--- src/rtl/wb_pkg.sv ---
// shared definitions for the wishbone classic interconnect
// bus sizes for three masters and four slaves
// address map, region field and mapped region count
// packed request and response structs
package wb_pkg;

	// bus population
	localparam int NUM_MASTERS = 3;
	localparam int NUM_SLAVES = 4;

	// index widths for grant and slave select
	localparam int MASTER_IDX_W = 2;
	localparam int SLAVE_IDX_W = 2;

	// field widths of the bus
	localparam int ADR_W = 32;
	localparam int DAT_W = 32;
	localparam int SEL_W = 4;
	localparam int CTI_W = 3;

	// address map, top nibble picks the region
	localparam int REGION_LSB = 28;
	localparam int REGION_W = ADR_W - REGION_LSB;
	// regions 0..3 go to slaves 0..3, the rest are holes
	localparam int NUM_REGIONS_MAPPED = 4;

	// master to slave request, 74 bits
	typedef struct packed {
		logic [ADR_W-1:0] adr;
		logic [DAT_W-1:0] dat;
		logic [SEL_W-1:0] sel;
		// burst type, carried but not decoded
		logic [CTI_W-1:0] cti;
		logic we;
		logic cyc;
		logic stb;
	} wb_req_t;

	// slave to master response, 34 bits
	typedef struct packed {
		logic [DAT_W-1:0] dat;
		logic ack;
		// bus error, from a slave or the hole responder
		logic err;
	} wb_rsp_t;

endpackage

--- src/rtl/wb_addr_decoder.sv ---
// address decoder for the shared bus
// region decode from the top address bits
// per-slave request fan-out with gated cyc and stb
// registered slave index for the read data return
// error responder for unmapped regions
`timescale 1ns/1ps

module wb_addr_decoder (
	input  logic                                     sys_clk,
	input  logic                                     rst_n_i,
	// request of the granted master
	input  wb_pkg::wb_req_t                          bus_req_i,
	output wb_pkg::wb_req_t [wb_pkg::NUM_SLAVES-1:0] s_req_o,
	// slave index one cycle late, steers the response mux
	output logic [wb_pkg::SLAVE_IDX_W-1:0]           slv_idx_r_o,
	output wb_pkg::wb_rsp_t                          err_rsp_o
);

	// region field of the address
	logic [wb_pkg::REGION_W-1:0] region;
	// address lands in a mapped region
	logic hit;
	logic [wb_pkg::SLAVE_IDX_W-1:0] slv_idx;
	// one-hot slave select
	logic [wb_pkg::NUM_SLAVES-1:0] slv_sel;
	// cyc as seen by each slave
	logic [wb_pkg::NUM_SLAVES-1:0] s_cyc;
	logic [wb_pkg::SLAVE_IDX_W-1:0] slv_idx_r;
	// hole responder pulse
	logic err_r;

	assign region = bus_req_i.adr[wb_pkg::ADR_W-1:wb_pkg::REGION_LSB];
	assign hit = int'(region) < wb_pkg::NUM_REGIONS_MAPPED;
	// low bits of the region number the slave
	assign slv_idx = region[wb_pkg::SLAVE_IDX_W-1:0];

	// fan-out, shared fields go everywhere
	always_comb begin
		for (int k = 0; k < wb_pkg::NUM_SLAVES; k++) begin
			slv_sel[k] = hit && (int'(slv_idx) == k);
			s_req_o[k] = bus_req_i;
			// only the addressed slave sees the cycle
			s_req_o[k].cyc = bus_req_i.cyc & slv_sel[k];
			s_req_o[k].stb = bus_req_i.stb & slv_sel[k];
			s_cyc[k] = s_req_o[k].cyc;
		end
	end

	// select register and hole responder
	always_ff @(posedge sys_clk) begin
		if (!rst_n_i) begin
			slv_idx_r <= '0;
			err_r <= 1'b0;
		end else begin
			// read data select lags the address by one cycle
			slv_idx_r <= slv_idx;
			// err one cycle after stb on a hole, single pulse
			err_r <= bus_req_i.cyc & bus_req_i.stb & ~hit & ~err_r;
		end
	end

	assign slv_idx_r_o = slv_idx_r;

	// hole response carries no data and never acks
	always_comb begin
		err_rsp_o.dat = '0;
		err_rsp_o.ack = 1'b0;
		err_rsp_o.err = err_r;
	end

	// fan-out reaches at most one slave per cycle
	a_one_slave: assert property (
		@(posedge sys_clk) disable iff (!rst_n_i)
		$onehot0(s_cyc)
	) else $error("decoder drives cyc to several slaves");

	// a hole never reaches a slave
	a_no_hole_cyc: assert property (
		@(posedge sys_clk) disable iff (!rst_n_i)
		!hit |-> (s_cyc == '0)
	) else $error("decoder drives slave cyc on an unmapped address");

endmodule

--- src/rtl/wb_arbiter.sv ---
// round-robin bus arbiter
// grant follows the cyc lines of the masters
// owner keeps the bus for as long as it holds cyc
// search for the next owner starts after the current one
`timescale 1ns/1ps

module wb_arbiter (
	input  logic                            sys_clk,
	input  logic                            rst_n_i,
	// one cyc bit per master
	input  logic [wb_pkg::NUM_MASTERS-1:0]  req_i,
	output logic [wb_pkg::MASTER_IDX_W-1:0] gnt_o
);

	// current owner
	logic [wb_pkg::MASTER_IDX_W-1:0] gnt_r;
	// owner for the next cycle
	logic [wb_pkg::MASTER_IDX_W-1:0] gnt_nxt;

	// next owner search
	always_comb begin
		int cand;
		logic found;
		gnt_nxt = gnt_r;
		found = 1'b0;
		cand = 0;
		// only re-arbitrate once the owner lets go of cyc
		if (!req_i[gnt_r]) begin
			// walk the masters after the owner, wrapping around
			for (int k = 1; k < wb_pkg::NUM_MASTERS; k++) begin
				cand = (int'(gnt_r) + k) % wb_pkg::NUM_MASTERS;
				// first requester in cyclic order wins
				if (!found && req_i[cand]) begin
					found = 1'b1;
					gnt_nxt = cand[wb_pkg::MASTER_IDX_W-1:0];
				end
			end
		end
		// nobody asking, grant parks on the last owner
	end

	// grant register
	always_ff @(posedge sys_clk) begin
		if (!rst_n_i) begin
			// master 0 owns the bus out of reset
			gnt_r <= '0;
		end else begin
			gnt_r <= gnt_nxt;
		end
	end

	assign gnt_o = gnt_r;

	// grant always names an existing master
	a_gnt_range: assert property (
		@(posedge sys_clk) disable iff (!rst_n_i)
		int'(gnt_o) < wb_pkg::NUM_MASTERS
	) else $error("arbiter grant %0d out of range", gnt_o);

	// no preemption while the owner still holds cyc
	a_gnt_hold: assert property (
		@(posedge sys_clk) disable iff (!rst_n_i)
		req_i[gnt_o] |=> $stable(gnt_o)
	) else $error("arbiter grant moved under an active owner");

endmodule

--- src/rtl/wb_interconnect.sv ---
// shared-bus wishbone classic interconnect, three masters, four slaves
// round-robin arbiter on cyc, request mux, address decoder
// registered slave select for the response mux
// response router back to the granted master
`timescale 1ns/1ps

module wb_interconnect (
	input  logic                                      sys_clk,
	input  logic                                      rst_n_i,
	// master side
	input  wb_pkg::wb_req_t [wb_pkg::NUM_MASTERS-1:0] m_req_i,
	output wb_pkg::wb_rsp_t [wb_pkg::NUM_MASTERS-1:0] m_rsp_o,
	// slave side
	output wb_pkg::wb_req_t [wb_pkg::NUM_SLAVES-1:0]  s_req_o,
	input  wb_pkg::wb_rsp_t [wb_pkg::NUM_SLAVES-1:0]  s_rsp_i
);

	// cyc lines feeding the arbiter
	logic [wb_pkg::NUM_MASTERS-1:0] m_cyc;
	// current bus owner
	logic [wb_pkg::MASTER_IDX_W-1:0] gnt_idx;
	// request of the owner on the shared bus
	wb_pkg::wb_req_t bus_req;
	// slave index, one cycle behind the address
	logic [wb_pkg::SLAVE_IDX_W-1:0] slv_idx_r;
	// hole responder output
	wb_pkg::wb_rsp_t err_rsp;
	// response of the selected slave
	wb_pkg::wb_rsp_t bus_slv_rsp;

	for (genvar m = 0; m < wb_pkg::NUM_MASTERS; m++) begin : g_cyc
		assign m_cyc[m] = m_req_i[m].cyc;
	end

	wb_arbiter i_wb_arbiter (
		.sys_clk (sys_clk),
		.rst_n_i (rst_n_i),
		.req_i   (m_cyc),
		.gnt_o   (gnt_idx)
	);

	// owner request onto the shared bus
	wb_sel_mux #(
		.payload_t (wb_pkg::wb_req_t),
		.N         (wb_pkg::NUM_MASTERS)
	) i_req_mux (
		.data_i (m_req_i),
		.idx_i  (gnt_idx),
		.data_o (bus_req)
	);

	wb_addr_decoder i_wb_addr_decoder (
		.sys_clk     (sys_clk),
		.rst_n_i     (rst_n_i),
		.bus_req_i   (bus_req),
		.s_req_o     (s_req_o),
		.slv_idx_r_o (slv_idx_r),
		.err_rsp_o   (err_rsp)
	);

	// slave response picked by the registered select
	wb_sel_mux #(
		.payload_t (wb_pkg::wb_rsp_t),
		.N         (wb_pkg::NUM_SLAVES)
	) i_rsp_mux (
		.data_i (s_rsp_i),
		.idx_i  (slv_idx_r),
		.data_o (bus_slv_rsp)
	);

	wb_resp_route i_wb_resp_route (
		.slv_rsp_i (bus_slv_rsp),
		.err_rsp_i (err_rsp),
		.gnt_i     (gnt_idx),
		.m_rsp_o   (m_rsp_o)
	);

endmodule

--- src/rtl/wb_resp_route.sv ---
// response router back to the masters
// merges the selected slave response with the hole error
// read data goes to every master, ack and err to the owner only
`timescale 1ns/1ps

module wb_resp_route (
	// response of the selected slave
	input  wb_pkg::wb_rsp_t                           slv_rsp_i,
	// response of the hole responder
	input  wb_pkg::wb_rsp_t                           err_rsp_i,
	input  logic [wb_pkg::MASTER_IDX_W-1:0]           gnt_i,
	output wb_pkg::wb_rsp_t [wb_pkg::NUM_MASTERS-1:0] m_rsp_o
);

	// merged bus response
	wb_pkg::wb_rsp_t bus_rsp;

	// hole response has zero data, so an or is enough
	always_comb begin
		bus_rsp.dat = slv_rsp_i.dat | err_rsp_i.dat;
		bus_rsp.ack = slv_rsp_i.ack | err_rsp_i.ack;
		bus_rsp.err = slv_rsp_i.err | err_rsp_i.err;
	end

	// steer handshake to the owner, broadcast the data
	always_comb begin
		for (int m = 0; m < wb_pkg::NUM_MASTERS; m++) begin
			m_rsp_o[m].dat = bus_rsp.dat;
			m_rsp_o[m].ack = bus_rsp.ack && (int'(gnt_i) == m);
			m_rsp_o[m].err = bus_rsp.err && (int'(gnt_i) == m);
		end
	end

	// slave ack and hole err must never meet on the bus
	always_comb begin
		a_ack_err_excl: assert (!(bus_rsp.ack && bus_rsp.err))
			else $error("ack and err high together on the bus");
	end

endmodule

--- src/rtl/wb_sel_mux.sv ---
// index-select multiplexer over a generic payload type
// used for the granted master request and the slave response
// index past the last input gives an all-zero payload
`timescale 1ns/1ps

module wb_sel_mux #(
	parameter type payload_t = logic,
	// number of inputs, two or more
	parameter int N = 2
) (
	input  payload_t [N-1:0]         data_i,
	input  logic [$clog2(N)-1:0]     idx_i,
	output payload_t                 data_o
);

	always_comb begin
		// zero payload unless the index hits an input
		data_o = '0;
		// e.g. index 3 on a three input mux
		if (int'(idx_i) < N) begin
			data_o = data_i[idx_i];
		end
	end

endmodule

--- config.mk ---
export PLATFORM = sky130hd
export DESIGN_NAME = wb_interconnect
export DESIGN_NICKNAME = d
export VERILOG_FILES = /design/src/rtl/wb_pkg.sv /design/src/rtl/wb_addr_decoder.sv /design/src/rtl/wb_arbiter.sv /design/src/rtl/wb_interconnect.sv /design/src/rtl/wb_resp_route.sv /design/src/rtl/wb_sel_mux.sv
export SDC_FILE = /design/constraint.sdc
export NUM_CORES = 1
export LEC_CHECK = 0
export ABC_CLOCK_PERIOD_IN_PS = 2500
export BUFFER_PORTS_ARGS = -buffer_cell sky130_fd_sc_hd__buf_2
export CAP_MARGIN = 20
export CORE_AREA = 2 2 298 300
export CTS_CLUSTER_SIZE = 28
export DETAILED_ROUTE_END_ITERATION = 12
export DIE_AREA = 0 0 300 302
export GPL_ROUTABILITY_DRIVEN = 0
export REMOVE_ABC_BUFFERS = 1
export SLEW_MARGIN = 20
export SYNTH_ARGS = -nofsm -noshare
export SYNTH_HDL_FRONTEND = slang
export SYNTH_SLANG_ARGS = --single-unit
--- constraint.sdc ---
create_clock -name sys_clk -period 2.5 [get_ports sys_clk]
set_input_delay 0.5 -clock sys_clk [delete_from_list [all_inputs] [get_ports sys_clk]]
set_output_delay 0.5 -clock sys_clk [all_outputs]
set_load 0.01 [all_outputs]
# Yosys cells after proc, flatten, opt, wreduce, memory -nomap -nowiden
# Index checks and enable logic that the tools add are counted.
[classes]
n_div = 2
n_mux = 17
n_shift = 0
n_mul = 0
n_eq_ne = 5
n_lt_le_gt_ge = 6
n_reduce_logical = 16
bitwise_logic = 15
addsub = 2
[op_table]
columns = ["op", "n"]
rows = [
  ["binary-select mux 74 bit (select 2 bit)", 1],
  ["2-to-1 mux 74 bit", 2],
  ["binary-select mux 34 bit (select 2 bit)", 1],
  ["less-than comparator 32 x 4 -> 1 bit (second input constant)", 2],
  ["remainder unit 32 x 3 -> 32 bit (second input constant)", 2],
  ["2-to-1 mux 34 bit", 1],
  ["AND 1 bit", 11],
  ["logical AND 1 bit", 11],
  ["== test 2 bit (second input constant)", 4],
  ["2-to-1 mux 1 bit", 7],
  ["binary-select mux 1 bit (select 2 bit)", 3],
  ["less-than comparator 2 x 3 -> 1 bit (second input constant)", 2],
  ["logical NOT 2 bit", 2],
  ["less-than comparator 4 x 3 -> 1 bit (second input constant)", 1],
  ["2-to-1 mux 2 bit", 2],
  ["adder 2 x 1 -> 3 bit (second input constant)", 1],
  ["adder 2 x 2 -> 3 bit (second input constant)", 1],
  ["NOT 1 bit", 3],
  ["== test 2 x 1 -> 1 bit (second input constant)", 1],
  ["less-than comparator 2 bit (second input constant)", 1],
  ["AND reduction 2 bit", 1],
  ["nonzero test 2 bit", 1],
  ["logical NOT 1 bit", 1],
  ["bitwise OR 1 bit", 1],
]
[totals]
in_bits = 360
rom_bits = 0
latch_bits = 0
memories = 0
out_inout_bits = 398
ramBits = 0
wordCells = 66
reg_bits = 5

# Logic depth before layout (Yosys ltp)
[depth]
depth_word = 11
mapped_depth = 9
ltp_nobuf = 6

# By module
# From an unflattened synthesis, not the netlist that was laid out.
[unflattened]
hier_cells = 698
hier_area_um2 = 5980.7
[modules_own_cells]
columns = ["mod", "seq_area_each_um2", "n_inst", "cells_each", "area_each_um2"]
rows = [
  ["wb_addr_decoder", 60.1, 1, 344, 2591.2],
  ["wb_sel_mux at i_req_mux", 0.0, 1, 173, 1545.2],
  ["wb_sel_mux at i_rsp_mux", 0.0, 1, 42, 870.8],
  ["wb_resp_route", 0.0, 1, 106, 725.7],
  ["wb_arbiter", 40.0, 1, 33, 247.7],
]

# Least setup slack after synthesis
# OpenSTA, ideal clock, no wires.
[synth_path]
path_type = "flip-flop to output port"
from = "register i_wb_arbiter.gnt_r (netlist bit i_wb_arbiter.gnt_o[0])"
to = "output s_req_o[124] in the netlist's numbering"
arrival_time_ns = 1.656
n_path_buf = 5
stages_incl_launch_ff = 9
path_slack_ns = 0.344
required_ns = 2.000
cell_sequence = "dfxtp_1 -> buf_6 -> nor2b_4 -> buf_6 -> buf_2 -> buf_2 -> a21oi_1 -> nor2_1 -> buf_4"
[synth_lines]
columns = ["element", "line_no", "text"]
rows = [
  ["start, declared", "wb_arbiter.sv:16", "logic [wb_pkg::MASTER_IDX_W-1:0] gnt_r;"],
  ["start signal, assigned", "wb_arbiter.sv:48", "gnt_r <= gnt_nxt;"],
  ["end, declared", "wb_interconnect.sv:14", "output wb_pkg::wb_req_t [wb_pkg::NUM_SLAVES-1:0] s_req_o,"],
]

==> metrics.yaml <==
status: "finished with violations"
failed_checks: "negative setup slack"
clk_latency_ns: 0.23
cellPowerDensity_nw_per_um2: 1200
wl_met2_um: 23600
grt_pass1_wl_um: 58200
grt-ovfl-total: 0
detail_route.wl_per_cell_um: 20.9
power_leakage_nw: 4.54
p_int_mw: 4.42
worst_hold_path_type: "in2reg"
dp_hpwl_um: 44900
io_pins: 758
skew_ns: 0.00327
nNetsFinal: 1569
synthCells: 707
synth_warnings: 0
synthToLayoutAreaGrowth_pct: 78.9
layout_setup_ws_ns: -0.0663
detail-route-antenna-nets: 0
layout-drive-gt1-share_pct: 78.1
max_freq_mhz: 390
final_common_cell: "buf_2"
p_sw_mw: 6.97
netlist_area_sq_um: 5290
critPathTopFamily: "simple AND/OR/NAND/NOR gates"
max-vdd-ir-drop_uv: 554
final_cell_mix: "751 x buf_2, 87 x nor2_1, 70 x a21oi_1"
final_hold_viol_count: 0
tns_ns: -0.121
clock_sinks: 5
cts_buffers: 3
cp.arrival_ns: 2.07
antenna_found_initial: 37
clockPowerShare_pct: 2.4
p_comb_share_pct: 96.4
post-route-period-util_pct: 103
initial_core_util_pct: 6.04
row_count: 109
crit_slowest_cell: "a22oi_2"
setup_viol: 6
slew_headroom_pct: 60.4
synth_cell_types: 39
cpPeakStageDelay_ns: 0.40
path_cells: "buf_6 > mux2_4 > a22oi_2 > nor2_4 > nor4b_4 > buf_6"
drc: 0
swShare_pct: 61.2
synthArstFlopShare_pct: 0
worstHoldStart: "rst_n_i"
die_h_um: 302
vias: 7209
ys_seq_elements: 5
path_max_fanout: 5
tightestPinTransition_ns: 0.594
grt_util_all_layers_pct: 9.75
clockBufferDepth: 2
post_drt_via_cell_ratio: 3.03
dr.pass1.iters: 7
first_global_vias: 6255
crit_path_start_kind: "flip-flop"
ff2ff_path_depth: 9
synth_edf_count: 0
critPathRequiredTime_ns: 2.00
fp.dieW_um: 300
reg2reg_from: "i_wb_arbiter.gnt_o[1]"
final_cell_area_sq_um: 9460
grt_max_degree: 40
htree_num_levels: 1
clk_pin_slew_ns: 0.03
ys.flop_type: "dfxtp_1"
clock_tree.root_cell: "clkbuf_16"
seq_area_frac_synth_pct: 1.89
met1_length_um: 19900
drtIter0Drc: 430
io_buffers: 757
core_area_sq_um: 87600
dieArea_sq_um: 90600
end_kind: "output port"
cts_tree: "built"
p_seq_share_pct: 1.3
totalWireLength_um: 49700
top_layer: "met5"
period_minus_slack_ns: 2.57
hold_depth: 3
fillers: 10200
slew_viol_final: 0
r2r_slack_ns: 0.16
drv_cap: 0
min_to: "i_wb_arbiter.gnt_o[1]"
critical_path_class: "reg2out"
rsz0062_at_grt: "true"
avgSynthCellArea_sq_um: 7.48
worstReg2RegEnd: "i_wb_arbiter.gnt_o[0]"
placed_area_sq_um: 8680
met3WireLength_um: 5070
cpMostUsedCell: "buf_6"
crit_buf_inv: 2
## registers in the layout, summed over array words and instances (netlist names)
register                       flops
i_wb_addr_decoder.err_r            1
i_wb_addr_decoder.slv_idx_r_o      2
i_wb_arbiter.gnt_o                 2
## power by group through the flow
stage | clock (mW) | combinational, mW | sequential, mW
final | 0.269 | 11.0 | 0.143
after global routing | 0.277 | 11.9 | 0.147
after CTS | 0.271 | 10.9 | 0.149
after detailed placement | 0 | 10.4 | 0.164
after global placement | 0 | 10.4 | 0.162
after floorplan | 0 | 4.03 | 0.448
## what timing repair did
item                                    in CTS  in global routing
gates cloned                                 1                  2
setup buffers                                8                 13
gates resized for setup                     71                 46
pin swaps                                    5                  7
hold buffers                                 0                  0
endpoints found under the setup margin     209                 49
## logic make-up after synthesis
family / synth area share (%)
compound gates: 9.54
buf+inv: 44.0
fa+ha+maj: 0.947
flops: 1.89
simple gates: 14.6
mux: 29.0
## layer usage
| layer | vias up | track usage, % |
|---|---|---|
| met5 | - | 0 |
| met4 | 30 | 1.98 |
| met3 | 78 | 3.07 |
| met2 | 582 | 16.5 |
| met1 | 3398 | 12.1 |
| li1 | 3121 | - |
## cells in the mapped netlist, drive strengths merged (3+ instances only)
cell type	instances	area, sq um
a21oi	71	367
mux4	34	766
nand2	4	15.0
a22oi	4	58.8
inv	5	18.8
ha	4	50.1
mux2	4	48.8
nor2	142	533
dfxtp	5	100
nand2b	4	25.0
and2	6	37.5
nor2b	5	38.8
buf	298	2220
clkbuf	24	90.1
nor3	3	15.0
mux2i	72	721
## worst reg2reg max path, cell delays in order (launching register included)
cell	delay, ns
dfxtp_4	0.39
buf_12	0.15
buf_4	0.12
buf_6	0.20
inv_1	0.10
ha_1	0.38
nor3b_1	0.35
a31oi_1	0.10
a21boi_2	0.21
mux2i_1	0.25
## layout make-up
type	count	area (sq um)	share of cell area (%)
repair buffers	814	4530	47.9
multi-input cells	376	3230	34.1
well taps	1165	1460	15.4
flip-flops and latches	5	109	1.15
clock buffers	4	78.8	0.833
diodes	12	30.0	0.318
inverters	5	26.3	0.278
## worst max path at each step
stage,start,end,slack [ns],cells after the start
2_1_floorplan,i_wb_arbiter.gnt_o[1],s_req_o[1],-3.54,3
3_3_place_gp,m_req_i[70],s_req_o[223],-0.13,7
3_5_place_dp,m_req_i[70],s_req_o[223],-0.14,7
4_1_cts,i_wb_arbiter.gnt_o[1],s_req_o[1],-0.11,6
5_1_grt,i_wb_arbiter.gnt_o[1],s_req_o[0],-0.1,8
6_report,i_wb_arbiter.gnt_o[1],s_req_o[1],-0.07,6
## per-stage QoR
stage	std cells	hold slack, ns	utilization, %	setup WS, ns	total power, mW
floorplan	385	0.622	-	-3.54	4.47
global placement	2341	0.658	9.91	-0.132	10.6
detailed placement	2341	0.648	9.91	-0.142	10.6
CTS	2354	0.634	10.4	-0.112	11.3
global route	2375	0.636	10.8	-0.0951	12.3
finish	2381	0.618	10.8	-0.0663	11.4
Power figures use the tool's default switching activity.
